$ cat config.mk
export PLATFORM = sky130hd
export DESIGN_NAME = cp0_iui_top
export DESIGN_NICKNAME = d
export VERILOG_FILES = /design/src/logic/cp0_iui_pkg.sv /design/src/logic/cp0_iui_csr_wdata.sv /design/src/logic/cp0_iui_decode.sv /design/src/logic/cp0_iui_expt.sv /design/src/logic/cp0_iui_retire.sv /design/src/logic/cp0_iui_top.sv
export VERILOG_INCLUDE_DIRS = /design/src /design/src/include
export SDC_FILE = /design/constraint.sdc
export NUM_CORES = 1
export LEC_CHECK = 0
export BUFFER_PORTS_ARGS = -buffer_cell sky130_fd_sc_hd__buf_2
export CAP_MARGIN = 10
export CORE_AREA = 2 2 152 154
export CTS_BUF_LIST = sky130_fd_sc_hd__clkbuf_8
export CTS_CLUSTER_DIAMETER = 200
export DETAILED_ROUTE_END_ITERATION = 8
export DIE_AREA = 0 0 154 156
export MAX_ROUTING_LAYER = met4
export REMOVE_ABC_BUFFERS = 1
export SETUP_SLACK_MARGIN = 0.1
export SYNTH_ARGS = -nofsm -noshare
export SYNTH_HDL_FRONTEND = slang
export SYNTH_SLANG_ARGS = --single-unit
export TNS_END_PERCENT = 10
$ cat constraint.sdc
create_clock -name regs_clk -period 2.3 [get_ports regs_clk]
set_input_delay 0.115 -clock regs_clk [delete_from_list [all_inputs] [get_ports regs_clk]]
set_output_delay 0.115 -clock regs_clk [all_outputs]
set_load 0.005 [all_outputs]
$ cat src/include/cp0_iui_settings.svh
// CP0 EX1 interface settings
// Widths and field positions shared by the CP0 instruction unit

`ifndef CP0_IUI_SETTINGS_SVH
`define CP0_IUI_SETTINGS_SVH

// Data path and PC width
`define IUI_XLEN        32

// CSR index carried in the immediate field
`define IUI_CSR_ADDR_W  12

// Destination physical register index
`define IUI_PREG_W      6

// Decoder func field and position of its one-hot group bits
`define IUI_FUNC_W      20
`define IUI_GRP_LSB     5

// Exception vector width toward retire
`define IUI_EXPT_VEC_W  4

`endif

$ cat src/logic/cp0_iui_pkg.sv
// CP0 EX1 interface types
// Opcode, CSR form, privilege and vector enums plus the bus structs

`include "cp0_iui_settings.svh"

package cp0_iui_pkg;

  typedef enum logic [3:0] {
    OP_NONE, OP_CSR, OP_CSR_RO, OP_FENCE, OP_FENCEI, OP_SYNC, OP_SYNCI,
    OP_ECALL, OP_EBREAK, OP_MRET, OP_WFI, OP_CACHE, OP_DRET
  } iui_op_e;

  typedef enum logic [1:0] {CSR_NONE, CSR_RW, CSR_RS, CSR_RC} csr_func_e;

  typedef enum logic [1:0] {PM_USER = 2'd0, PM_MACHINE = 2'd3} priv_mode_e;

  typedef enum logic [`IUI_EXPT_VEC_W-1:0] {
    EV_NONE = 4'd0, EV_ACCFLT = 4'd1, EV_ILLEGAL = 4'd2, EV_EBREAK = 4'd3,
    EV_UECALL = 4'd8, EV_MECALL = 4'd11
  } expt_vec_e;

  // Instruction issued by the decoder into EX1
  typedef struct packed {
    logic                        sel;
    logic                        gateclk_sel;
    logic                        expt_vld;
    logic                        expt_type;
    logic [`IUI_FUNC_W-1:0]      func;
    logic [`IUI_XLEN-1:0]        rs1;
    logic [`IUI_CSR_ADDR_W-1:0]  imm;
    logic [`IUI_XLEN-1:0]        opcode;
    logic                        dst_vld;
    logic [`IUI_PREG_W-1:0]      dst_idx;
  } ex1_inst_t;

  // CSR file response
  typedef struct packed {
    logic [`IUI_XLEN-1:0] rdata;
    logic [`IUI_XLEN-1:0] mepc;
    priv_mode_e           pm;
    logic                 expt_vld;
  } regs_rsp_t;

  // CSR file request
  typedef struct packed {
    logic                       csr_wen;
    logic                       inst_csr;
    logic                       inst_mret;
    logic [`IUI_CSR_ADDR_W-1:0] imm;
    logic [`IUI_XLEN-1:0]       wdata;
  } regs_req_t;

  // Strobes toward the fence, sync, ecall and wfi handler
  typedef struct packed {
    logic fence;
    logic fencei;
    logic sync;
    logic synci;
    logic ecall;
    logic wfi;
    logic int_vld;
  } special_req_t;

  // Cache operation request, all fields gated by the cache opcode
  typedef struct packed {
    logic                       cache;
    logic [`IUI_CSR_ADDR_W-1:0] imm;
    logic [`IUI_XLEN-1:0]       rs1;
  } cache_req_t;

  typedef struct packed {
    logic                 cmplt;
    logic                 flush;
    logic                 expt_inst;
    expt_vec_e            expt_vec;
    logic [`IUI_XLEN-1:0] expt_tval;
    logic                 chgflw_vld;
    logic [`IUI_XLEN-2:0] chgflw_pc;
    logic                 mret;
    logic                 dret;
    logic                 ebreak;
  } rtu_ex1_t;

  typedef struct packed {
    logic                   vld;
    logic [`IUI_PREG_W-1:0] preg;
    logic [`IUI_XLEN-1:0]   data;
  } wb_t;

endpackage

$ cat src/logic/cp0_iui_csr_wdata.sv
// CSR write data and write strobe
// Builds the CSRRW/CSRRS/CSRRC write data and holds the pending flag
// that limits the write strobe to the first cycle of a stalled write

`timescale 1ns/1ns
`include "cp0_iui_settings.svh"

module cp0_iui_csr_wdata (
  input  logic                   regs_clk,
  input  logic                   cpurst_b,
  input  cp0_iui_pkg::iui_op_e   op,
  input  cp0_iui_pkg::csr_func_e csr_func,
  input  logic [`IUI_XLEN-1:0]   rs1,
  input  logic [`IUI_XLEN-1:0]   rdata,
  input  logic                   csr_expt_vld,
  input  logic                   stall,
  output logic                   csr_wen,
  output logic [`IUI_XLEN-1:0]   wdata
);
  import cp0_iui_pkg::*;

  logic wen_req;
  logic wen_pending;

  // Read-modify-write data
  always_comb
  begin
    case (csr_func)
      CSR_RW:  wdata = rs1;
      CSR_RS:  wdata = rdata | rs1;
      CSR_RC:  wdata = rdata & ~rs1;
      default: wdata = '0;
    endcase
  end

  assign wen_req = (op == OP_CSR) && !csr_expt_vld;

  // Stays set for as long as the write is held by a stall, and one
  // cycle past it, so the write lands only once
  always_ff @(posedge regs_clk or negedge cpurst_b)
  begin
    if (!cpurst_b)
      wen_pending <= 1'b0;
    else
      wen_pending <= wen_req && stall;
  end

  assign csr_wen = wen_req && !wen_pending;

endmodule

$ cat src/logic/cp0_iui_decode.sv
// CP0 instruction decode
// Turns the one-hot group bits and sub-func bits of the decoder func
// field into a single opcode, with debug-mode gating, and gives the
// CSR read-modify-write form for CSR accesses

`timescale 1ns/1ns
`include "cp0_iui_settings.svh"

module cp0_iui_decode (
  input  cp0_iui_pkg::ex1_inst_t inst,
  input  logic                   dbgon,
  output cp0_iui_pkg::iui_op_e   op,
  output cp0_iui_pkg::csr_func_e csr_func
);
  import cp0_iui_pkg::*;

  logic       inst_vld;
  logic       grp_csr;
  logic       grp_sync;
  logic       grp_sys;
  logic       grp_dbg;
  logic [4:0] sub_func;

  // Decoder exceptions never decode into an operation
  assign inst_vld = inst.gateclk_sel && !inst.expt_vld;

  assign grp_csr  = inst.func[`IUI_GRP_LSB];
  assign grp_sync = inst.func[`IUI_GRP_LSB + 1];
  assign grp_sys  = inst.func[`IUI_GRP_LSB + 2];
  assign grp_dbg  = inst.func[`IUI_GRP_LSB + 4];
  assign sub_func = inst.func[4:0];

  //--------------------------------------------------------------------
  // Opcode
  //--------------------------------------------------------------------
  always_comb
  begin
    op = OP_NONE;
    if (!inst_vld)
      op = OP_NONE;
    else if (grp_csr && sub_func[3])
      op = OP_CSR_RO;
    else if (grp_csr)
      op = OP_CSR;
    else if (grp_sync && sub_func[0])
      op = OP_FENCE;
    else if (grp_sync && sub_func[1])
      op = OP_FENCEI;
    else if (grp_sync && sub_func[2])
      op = OP_SYNC;
    else if (grp_sync && sub_func[3])
      op = OP_SYNCI;
    else if (grp_sys && sub_func[0])
    begin
      // ecall is ignored while halted in debug mode
      if (!dbgon)
        op = OP_ECALL;
    end
    else if (grp_sys && sub_func[1])
      op = OP_EBREAK;
    else if (grp_sys && sub_func[2])
    begin
      if (!dbgon)
        op = OP_MRET;
    end
    else if (grp_sys && sub_func[3])
    begin
      if (!dbgon)
        op = OP_WFI;
    end
    else if (grp_sys && sub_func[4])
      op = OP_CACHE;
    else if (grp_dbg && sub_func[1] && dbgon)
      op = OP_DRET;
  end

  // CSR form from func bits 0 to 2
  always_comb
  begin
    csr_func = CSR_NONE;
    if (op == OP_CSR || op == OP_CSR_RO)
    begin
      if (sub_func[0])
        csr_func = CSR_RW;
      else if (sub_func[1])
        csr_func = CSR_RS;
      else if (sub_func[2])
        csr_func = CSR_RC;
    end
  end

endmodule

$ cat src/logic/cp0_iui_expt.sv
// CP0 exception check
// Privilege and read-only CSR checks, illegal mret and wfi in user
// mode, and the fixed-priority pick of one exception vector

`timescale 1ns/1ns

module cp0_iui_expt (
  input  cp0_iui_pkg::ex1_inst_t  inst,
  input  cp0_iui_pkg::iui_op_e    op,
  input  cp0_iui_pkg::priv_mode_e pm,
  input  logic                    dbgon,
  input  logic                    regs_expt_vld,
  input  logic                    cache_expt_vld,
  input  logic                    special_expt_vld,
  output logic                    csr_expt_vld,
  output logic                    expt_vld,
  output cp0_iui_pkg::expt_vec_e  expt_vec,
  output logic                    mret_vld,
  output logic                    wfi_vld
);
  import cp0_iui_pkg::*;

  logic umode;
  logic inst_csr;
  logic csr_write_inv;
  logic csr_umode_inv;
  logic mret_umode_inv;
  logic wfi_umode_inv;
  logic accflt_vld;
  logic illegal_vld;
  logic mecall_vld;
  logic uecall_vld;
  logic ebreak_vld;

  assign umode    = (pm == PM_USER);
  assign inst_csr = (op == OP_CSR) || (op == OP_CSR_RO);

  //--------------------------------------------------------------------
  // Access checks
  //--------------------------------------------------------------------
  // imm[11:10] == 3 marks a read-only CSR
  assign csr_write_inv  = (op == OP_CSR) && (inst.imm[11:10] == 2'b11);
  // imm[9:8] is the lowest privilege allowed to touch the CSR
  assign csr_umode_inv  = umode && !dbgon && inst_csr && (inst.imm[9:8] != 2'b00);
  assign mret_umode_inv = umode && (op == OP_MRET);
  assign wfi_umode_inv  = umode && (op == OP_WFI);

  assign csr_expt_vld = csr_write_inv || csr_umode_inv
                     || (inst_csr && regs_expt_vld)
                     || ((op == OP_CACHE) && cache_expt_vld);

  assign expt_vld = (inst.expt_vld || csr_expt_vld || mret_umode_inv
                  || wfi_umode_inv || special_expt_vld) && inst.gateclk_sel;

  // Vector sources
  assign accflt_vld  = inst.expt_vld && inst.expt_type;
  assign illegal_vld = (inst.expt_vld && !inst.expt_type) || csr_expt_vld
                    || mret_umode_inv || wfi_umode_inv;
  assign mecall_vld  = (op == OP_ECALL) && (pm == PM_MACHINE);
  assign uecall_vld  = (op == OP_ECALL) && umode;
  assign ebreak_vld  = (op == OP_EBREAK);

  always_comb
  begin
    if (accflt_vld)
      expt_vec = EV_ACCFLT;
    else if (illegal_vld)
      expt_vec = EV_ILLEGAL;
    else if (mecall_vld)
      expt_vec = EV_MECALL;
    else if (uecall_vld)
      expt_vec = EV_UECALL;
    else if (ebreak_vld)
      expt_vec = EV_EBREAK;
    else
      expt_vec = EV_NONE;
  end

  // mret and wfi that are allowed to proceed
  assign mret_vld = (op == OP_MRET) && !mret_umode_inv;
  assign wfi_vld  = (op == OP_WFI) && !wfi_umode_inv;

endmodule

$ cat src/logic/cp0_iui_retire.sv
// CP0 retire interface
// Completion, stall, flush, mret change of flow and register
// write-back for the retire unit

`timescale 1ns/1ns
`include "cp0_iui_settings.svh"

module cp0_iui_retire (
  input  cp0_iui_pkg::ex1_inst_t inst,
  input  cp0_iui_pkg::iui_op_e   op,
  input  logic                   expt_vld,
  input  cp0_iui_pkg::expt_vec_e expt_vec,
  input  logic                   mret_vld,
  input  logic [`IUI_XLEN-1:0]   mepc,
  input  logic [`IUI_XLEN-1:0]   rdata,
  input  logic                   cache_stall,
  input  logic                   special_stall,
  output logic                   stall,
  output cp0_iui_pkg::rtu_ex1_t  rtu,
  output cp0_iui_pkg::wb_t       wb
);
  import cp0_iui_pkg::*;

  logic cmplt;
  logic no_flush_op;

  // Cache stall only counts for a cache op
  assign stall = ((op == OP_CACHE) && cache_stall) || special_stall;
  assign cmplt = inst.sel && !stall;

  // Read-only CSR, fence and sync retire without a pipeline flush
  assign no_flush_op = (op == OP_CSR_RO) || (op == OP_FENCE) || (op == OP_SYNC);

  //--------------------------------------------------------------------
  // Retire unit
  //--------------------------------------------------------------------
  assign rtu.cmplt      = cmplt;
  assign rtu.flush      = cmplt && !inst.expt_vld && !no_flush_op;
  assign rtu.expt_inst  = expt_vld;
  assign rtu.expt_vec   = expt_vec;
  assign rtu.expt_tval  = {`IUI_XLEN{inst.gateclk_sel}} & inst.opcode;
  assign rtu.chgflw_vld = mret_vld;
  assign rtu.chgflw_pc  = mepc[`IUI_XLEN-1:1];
  assign rtu.mret       = mret_vld;
  assign rtu.dret       = (op == OP_DRET);
  assign rtu.ebreak     = (op == OP_EBREAK);

  // Write-back of the CSR read value, or the opcode on an exception
  assign wb.vld  = cmplt && inst.dst_vld && !expt_vld;
  assign wb.preg = inst.dst_idx;
  assign wb.data = expt_vld ? inst.opcode : rdata;

endmodule

$ cat src/logic/cp0_iui_top.sv
// CP0 EX1 instruction unit
// Decodes CP0 instructions from the decoder, drives CSR file requests,
// special-instruction strobes and cache requests, and reports
// completion, exceptions and write-back to the retire unit

`timescale 1ns/1ns
`include "cp0_iui_settings.svh"

module cp0_iui_top (
  input  logic                      regs_clk,
  input  logic                      cpurst_b,
  input  cp0_iui_pkg::ex1_inst_t    inst,
  input  cp0_iui_pkg::regs_rsp_t    regs_rsp,
  input  logic                      dbgon,
  input  logic                      wk_int,
  input  logic                      cache_stall,
  input  logic                      cache_expt_vld,
  input  logic                      special_stall,
  input  logic                      special_expt_vld,
  output cp0_iui_pkg::regs_req_t    regs_req,
  output cp0_iui_pkg::special_req_t special,
  output cp0_iui_pkg::cache_req_t   cache_req,
  output logic                      ex1_stall,
  output cp0_iui_pkg::rtu_ex1_t     rtu,
  output cp0_iui_pkg::wb_t          wb
);
  import cp0_iui_pkg::*;

  iui_op_e              op;
  csr_func_e            csr_func;
  logic                 csr_expt_vld;
  logic                 expt_vld;
  expt_vec_e            expt_vec;
  logic                 mret_vld;
  logic                 wfi_vld;
  logic                 stall;
  logic                 csr_wen;
  logic [`IUI_XLEN-1:0] csr_wdata;

  cp0_iui_decode i_decode (
    .inst     (inst),
    .dbgon    (dbgon),
    .op       (op),
    .csr_func (csr_func)
  );

  cp0_iui_csr_wdata i_csr_wdata (
    .regs_clk     (regs_clk),
    .cpurst_b     (cpurst_b),
    .op           (op),
    .csr_func     (csr_func),
    .rs1          (inst.rs1),
    .rdata        (regs_rsp.rdata),
    .csr_expt_vld (csr_expt_vld),
    .stall        (stall),
    .csr_wen      (csr_wen),
    .wdata        (csr_wdata)
  );

  cp0_iui_expt i_expt (
    .inst             (inst),
    .op               (op),
    .pm               (regs_rsp.pm),
    .dbgon            (dbgon),
    .regs_expt_vld    (regs_rsp.expt_vld),
    .cache_expt_vld   (cache_expt_vld),
    .special_expt_vld (special_expt_vld),
    .csr_expt_vld     (csr_expt_vld),
    .expt_vld         (expt_vld),
    .expt_vec         (expt_vec),
    .mret_vld         (mret_vld),
    .wfi_vld          (wfi_vld)
  );

  cp0_iui_retire i_retire (
    .inst          (inst),
    .op            (op),
    .expt_vld      (expt_vld),
    .expt_vec      (expt_vec),
    .mret_vld      (mret_vld),
    .mepc          (regs_rsp.mepc),
    .rdata         (regs_rsp.rdata),
    .cache_stall   (cache_stall),
    .special_stall (special_stall),
    .stall         (stall),
    .rtu           (rtu),
    .wb            (wb)
  );

  //--------------------------------------------------------------------
  // Output buses
  //--------------------------------------------------------------------
  assign regs_req.csr_wen   = csr_wen;
  assign regs_req.inst_csr  = ((op == OP_CSR) || (op == OP_CSR_RO)) && !csr_expt_vld;
  assign regs_req.inst_mret = mret_vld;
  assign regs_req.imm       = inst.imm;
  assign regs_req.wdata     = csr_wdata;

  assign special.fence   = (op == OP_FENCE);
  assign special.fencei  = (op == OP_FENCEI);
  assign special.sync    = (op == OP_SYNC);
  assign special.synci   = (op == OP_SYNCI);
  assign special.ecall   = (op == OP_ECALL);
  assign special.wfi     = wfi_vld;
  assign special.int_vld = wk_int;

  assign cache_req.cache = (op == OP_CACHE);
  assign cache_req.imm   = {`IUI_CSR_ADDR_W{cache_req.cache}} & inst.imm;
  assign cache_req.rs1   = {`IUI_XLEN{cache_req.cache}} & inst.rs1;

  assign ex1_stall = stall;

endmodule

* Yosys cells after proc, flatten, opt, wreduce, memory -nomap -nowiden
Index checks and enable logic that the tools add are counted.
Cells by class: equality and inequality tests 17, multiplexer cells 27, bitwise logic cells 6, reductions and logical operators 64
Operators by type and width (number):
- 32-bit AND | 3
- 32-bit one-hot mux with 3 select lines | 1
- 4-bit 2-to-1 mux | 19
- 1-bit logical AND | 38
- 32-bit 2-to-1 mux | 1
- 32-bit inverter | 1
- 32-bit OR | 1
- 4-bit == test, second input constant | 5
- 4-bit by 3-bit == test with 1-bit output, second input constant | 4
- 1-bit logical OR | 14
- 12-bit AND | 1
- 1-bit zero test | 10
- 2-bit 2-to-1 mux | 5
- 2-bit == test, second input constant | 4
- 4-bit by 2-bit == test with 1-bit output, second input constant | 2
- 4-bit by 1-bit == test with 1-bit output, second input constant | 1
- 3-bit 2-to-1 mux | 1
- 2-bit by 1-bit == test with 1-bit output, second input constant | 1
- 2-bit zero test | 1
- 2-bit nonzero test | 1
Word-level totals: bits in registers 1, input bits 182, output and inout bits 213, word-level logic and storage cells 115

* Depth between registers and ports, before layout
Gate-level depths: netlist (run 1).
depth in word-level cells 29, gate-level depth with buffers 10, mapped depth without buffers 7

* By module
Synthesis (run 1) repeated with hierarchy kept, for this count alone.
Unflattened totals: cells, all modules 394, area, all modules 2941.6 µm²
By module, submodules not included:
- cp0_iui_retire | instances 1, cells each 127, area an instance 1031.0 µm², seq. area each 0.0 µm²
- cp0_iui_csr_wdata | instances 1, cells each 114, area an instance 860.8 µm², seq. area each 25.0 µm²
- cp0_iui_top | instances 1, cells each 75, area an instance 511.7 µm², seq. area each 0.0 µm²
- cp0_iui_decode | instances 1, cells each 48, area an instance 300.3 µm², seq. area each 0.0 µm²
- cp0_iui_expt | instances 1, cells each 30, area an instance 237.7 µm², seq. area each 0.0 µm²

* Least setup slack after synthesis (run 1)
No wires, ideal clock.
kind input -> output, start point in inst[84] in the netlist's numbering, end point out wb[10] in the netlist's numbering, data arrival time 1.908 ns, required time 2.185 ns, slack 0.277 ns, stages on the path 9, buffers on the path 2, cell sequence buf_6 -> nor2_1 -> o2111ai_1 -> a41oi_4 -> xor2_2 -> o2111ai_2 -> nand3_4 -> buf_12 -> mux2_4
RTL lines:
- from (decl) | line cp0_iui_top.sv:12 | input cp0_iui_pkg::ex1_inst_t inst,
- to (decl) | line cp0_iui_top.sv:25 | output cp0_iui_pkg::wb_t wb

==> flow_summary_export.csv, run 1 <==
group,metric,value,unit
floorplanning,die_h,156,microns
yosys,ys_types,51,
run_status,violations,"negative setup slack",
critical_path,cp.arrival,2.22,ns
run_status,status,"finished, violations left",
yosys,yosysTopAreaCell,"and2_1",
routing,num_vias,3760,
finish,regMostFlops,"i_csr_wdata.wen_pending",
routing,via_per_inst,3.97,
global_routing,antenna_found_initial,0,
power_and_ir_drop,pwr-share-comb,98.1,%
routing,wirelength,15300,microns
timing,finalMaxSlewViolations,0,
timing,period_needed,2.34,ns
power_and_ir_drop,peakVddDrop,0.0964,mV
timing,max_freq,0.428,GHz
finish,reg_top3,"i_csr_wdata.wen_pending: 1 flops",
placement,port_buffers,305,
floorplanning,start_util,11.9,%
finish,nets,846,
power_and_ir_drop,pwr-share-clk,0,%
critical_path,endpoint_kind,"output port",
power_and_ir_drop,p_int,0.570,mW
yosys,synth_seq_cells,1,
finish,final_common_cell,"buf_2",
timing,finalCritPeriodShare,102,%
timing,hold_viol,0,
timing,fin_ws,-0.0385,ns
power_and_ir_drop,p_sw,0.403,mW
routing,firstDrtPassIters,4,
critical_path,cp-start-kind,"input port",
floorplanning,io_pins,395,
finish,final_cell_mix,"buf_2 (273), and2_1 (78), nand2_1 (56)",
timing,setup_violations,14,
timing,fin_hold_ws,0.230,ns
placement,place.gp.congestion,0.810,
placement,hpwlAfterDp,12300,microns
finish,layout-drive-gt1-share,67.7,%
flow_run,maxCapViolCount,0,
global_routing,grt_pass1_wl,20900,microns
power_and_ir_drop,power_frac_seq,1.9,%
yosys,avgSynthCellArea,7.00,sq um
power_and_ir_drop,switching_share,41.4,%
yosys,synthCells,379,
yosys,yosys-top-cells-area,"and2_1 (19%), buf_4 (17%), mux2_4 (16%)",
floorplanning,rows,55,
yosys,ys_warn_count,0,
timing,rsz0062_at_grt,"true",
routing,wl_per_cell,16.1,microns
power_and_ir_drop,p_leak,2.70,nW
global_routing,grt_usage,11.6,%
routing,drt_iter0_markers,190,
finish,areaGrowthSynthToFinish,89.6,%
yosys,seq_area_frac_synth,0.943,%
min_path,whs_path_depth,0,
critical_path,required,2.18,ns
global_routing,grt_pass1_vias,3432,
floorplanning,die_area,0.0240,sq mm
floorplanning,fp.dieW,154,microns
critical_path,worst-setup-path-type,"input port to output port",
floorplanning,core_area,0.0224,sq mm
routing,drtAntennaViolNets,0,
timing,finalSetupTns,-0.471,ns
critical_path,worstPathMaxFanout,8,
routing,drc,0,
finish,largest_reg_flops,1,
yosys,yosysTopAreaCellShare,18.6,%
global_routing,grt_overflow_total,0,
yosys,syn-cell-area,0.00265,sq mm
global_routing,grt_max_degree,27,
min_path,hold_class,"input port to output port",
power_and_ir_drop,power_density,193,mW/mm^2
## metrics by stage
| stage | total power [mW] | cell area (sq um) | setup WS (ns) | util (%) | cells |
|---|---|---|---|---|---|
| after floorplan | 0.326 | 2070 | -0.0842 | - | 301 |
| after global placement | 0.778 | 4400 | -0.0499 | 19.7 | 933 |
| after detailed placement | 0.781 | 4400 | -0.0648 | 19.7 | 933 |
| after CTS | 0.973 | 4980 | -0.0697 | 22.3 | 947 |
| after global routing | 1.05 | 5030 | -0.143 | 22.5 | 947 |
| final | 0.972 | 5030 | -0.0385 | 22.5 | 948 |
## repair_timing
item	in CTS	in global routing
pin swaps	54	12
gates cloned	3	0
setup endpoints to repair	68	71
resized for setup	89	12
hold buffers	1	0
setup buffers	10	0
endpoints found under the hold margin	1	0
## cell usage after synthesis, drive strengths merged
cell and n:
o2111ai 4, a211oi 1, o21ai 36, a31oi 1, buf 71, xor2 1, and2 79, nand2 77
o21ba 1, clkbuf 7, nand2b 5, o21a 1, or2 3, a41oi 2, a21oi 4, nor2b 3
nor2 16, mux2 32, o311ai 1, nand3b 2, nor3b 4, conb 1, and3b 1, and3 4
o31ai 2, o31a 1, a21o 4, dfrtp 1, inv 4, and4bb 1, nand4 1, or2b 1
a221oi 1, nand3 2, a2111oi 1, nor3 3
## per-layer routing
layer	routed length [microns]	share of wire, %	GRT usage, %
met5	0	0	-
met4	19	0.12	0
met3	2100	14	5.58
met2	7160	47	19.5
met1	6020	39	13.5
## final timing paths
path / from / endpoint
hold / removal: wk_int / special[0]
min in group asynchronous: cpurst_b / i_csr_wdata.wen_pending
setup / recovery: dbgon / wb[15]
max in group asynchronous: cpurst_b / i_csr_wdata.wen_pending
## power by group through the flow
| stage | combinational [mW] | clock (mW) | sequential (mW) |
|---|---|---|---|
| final | 0.954 | 0.000000000488 | 0.0182 |
| after detailed placement | 0.762 | 0 | 0.0182 |
| after CTS | 0.955 | 0 | 0.0182 |
| after floorplan | 0.307 | 0 | 0.0182 |
| after global routing | 1.03 | 0 | 0.0183 |
| after global placement | 0.760 | 0 | 0.0182 |
## cells by family (layout without fill, tap and decap cells)
logic type                Yosys count  count (layout)  share of synthesized area, %
AOI/OAI and AO/OA                  60              60                          17.4
xor gates and xnor gates            1               1                         0.613
buffers and inverters              82             365                          22.4
DFF                                 1               1                         0.943
muxes                              32              32                          17.5
other                               1               2                         0.141
and+or+nand+nor                   202             202                          40.9
## worst max-delay path: stages
cell and delay, ns:
buf_6 0.10, nand2b_4 0.15, a2111oi_4 0.41, o31a_4 0.22
xor2_2 0.18, o2111ai_2 0.17, nand3_4 0.19, buf_12 0.13
buf_16 0.13, mux2_4 0.31, buf_6 0.12
## final cells by class
class                   instances  area [sq um]
repair buffers                361          2420
multi-input cells             296          2210
well taps                     285           357
diodes                          1          2.50
inverters                       4          15.0
flip-flops and latches          1          25.0
fillers                      2462         17300
No activity file was read; power rests on OpenSTA's default activity.
==> run 2, diff against run 1 <==
--- a/config.mk
+++ b/config.mk
@@ -7,7 +7,7 @@
 export NUM_CORES = 1
 export LEC_CHECK = 0
 export BUFFER_PORTS_ARGS = -buffer_cell sky130_fd_sc_hd__buf_2
-export CAP_MARGIN = 10
+export CAP_MARGIN = 20
 export CORE_AREA = 2 2 152 154
 export CTS_BUF_LIST = sky130_fd_sc_hd__clkbuf_8
 export CTS_CLUSTER_DIAMETER = 200
@@ -16,6 +16,7 @@
 export MAX_ROUTING_LAYER = met4
 export REMOVE_ABC_BUFFERS = 1
 export SETUP_SLACK_MARGIN = 0.1
+export SKIP_LAST_GASP = 1
 export SYNTH_ARGS = -nofsm -noshare
 export SYNTH_HDL_FRONTEND = slang
 export SYNTH_SLANG_ARGS = --single-unit
==> run 2 against run 1 <==
  * The flow still finishes with violations (negative setup slack)
  * Die area did not move
  * Cell area is 4.0% lower
  * Power is 6.8% lower
  * Setup slack about the same
  * Critical path type unchanged
==> flow_summary_export.csv, run 2 (synthesis results as in run 1) <==
group,metric,value,unit
critical_path,required,2.18,ns
critical_path,worst-setup-path-type,"input port to output port",
timing,rsz0062_at_grt,"true",
finish,largest_reg_flops,1,
min_path,hold_class,"input port to output port",
power_and_ir_drop,power_density,188,mW/mm^2
routing,wirelength,15200,microns
timing,finalMaxSlewViolations,0,
routing,drtAntennaViolNets,0,
timing,period_needed,2.34,ns
finish,nets,848,
finish,regMostFlops,"i_csr_wdata.wen_pending",
placement,pre_cts_ws,-0.0648,ns
power_and_ir_drop,p_leak,2.63,nW
finish,reg_top3,"i_csr_wdata.wen_pending: 1 flops",
global_routing,grt_pass1_wl,20700,microns
timing,fin_hold_ws,0.230,ns
critical_path,cp-start-kind,"input port",
global_routing,grt_max_degree,27,
floorplanning,io_pins,395,
placement,place_inst,933,
routing,wl_per_cell,16.0,microns
placement,place.gp.congestion,0.810,
power_and_ir_drop,peakVddDrop,0.0864,mV
flow_run,maxCapViolCount,0,
routing,drc,0,
global_routing,grt_overflow_total,0,
finish,post-route-util,21.6,%
floorplanning,fp.dieW,154,microns
floorplanning,die_h,156,microns
timing,setup_violations,15,
finish,final_cell_mix,"buf_2 (291), and2_1 (79), nand2_1 (75)",
critical_path,cp.arrival,2.22,ns
finish,final_common_cell,"buf_2",
finish,areaGrowthSynthToFinish,82.1,%
critical_path,worstPathMaxFanout,8,
finish,antenna_cells,0,
critical_path,startpoint,"dbgon",
timing,fin_ws,-0.0385,ns
global_routing,antenna_found_initial,0,
timing,max_freq,0.428,GHz
routing,drt_iter0_markers,198,
placement,hpwlAfterDp,12300,microns
run_status,status,"finished, violations left",
routing,firstDrtPassIters,5,
floorplanning,rows,55,
floorplanning,die_area,0.0240,sq mm
placement,port_buffers,305,
min_path,hp-start,"wk_int",
run_status,violations,"negative setup slack",
timing,finalCritPeriodShare,102,%
global_routing,grt_pass1_vias,3386,
finish,final_cells,949,
floorplanning,core_area,0.0224,sq mm
critical_path,endpoint_kind,"output port",
timing,hold_viol,0,
floorplanning,start_util,11.9,%
global_routing,grt_usage,11.5,%
routing,via_per_inst,3.94,
finish,layout-drive-gt1-share,64.5,%
routing,num_vias,3740,
==> run 2: cell types whose count changed in the layout (fill, tap and decap cells not counted), sizes merged <==
cell,previous run,this run
buf,359,361
diode,1,0
==> run 2: final timing paths <==
| path | end | slack [ns] | cells past startpoint |
|---|---|---|---|
| setup / recovery | wb[29] | -0.04 | 11 |
| min in group asynchronous | i_csr_wdata.wen_pending | 0.43 | 2 |
| max in group asynchronous | i_csr_wdata.wen_pending | 1.79 | 2 |
| hold / removal | special[0] | 0.23 | 0 |
==> run 2: layout make-up <==
class	instances	area, sq um
Fill cell	2496	17500
Inverter	4	15.0
Multi-Input combinational cell	296	2130
Sequential cell	1	25.0
Tap cell	285	357
Timing Repair Buffer	363	2300
==> run 2: metal layers <==
metal,track usage [%],wire length [microns],part of all wire [%]
met1,13.5,6210,41
met2,19.1,6960,46
met3,5.58,1970,13
met4,0,25,0.16
met5,-,0,0
==> run 2: per-stage QoR <==
step                      power (mW)  area (sq um)  setup TNS [ns]
after detailed placement       0.781          4400           -1.36
after CTS                      0.879          4700           -1.03
after global routing           0.980          4830           -3.66
after floorplan                0.326          2070           -2.68
final                          0.907          4830          -0.455
after global placement         0.778          4400          -0.529
==> run 2: critical path, cell delays in order <==
cell and delay [ns]:
buf_6 0.10, nand2b_4 0.15, a2111oi_4 0.41, o31a_4 0.22, xor2_2 0.18, o2111ai_2 0.17
nand3_4 0.19, buf_12 0.13, buf_16 0.13, mux2_4 0.31, buf_6 0.12
==> run 2: what timing repair did <==
action	in CTS	in global routing
endpoints found under the setup margin	68	113
hold buffers	1	0
gates resized for setup	21	25
endpoints found under the hold margin	1	0
cloned	3	0
buffers inserted	10	2
pin swaps	10	8
==> run 2: power breakdown <==
part | total (mW) | leakage (nW) | switching (mW) | internal [mW]
clock | 0 | 0 | 0 | 0
sequential | 0.0182 | 0.0139 | 0.0000757 | 0.0182
combinational | 0.888 | 2.62 | 0.382 | 0.506
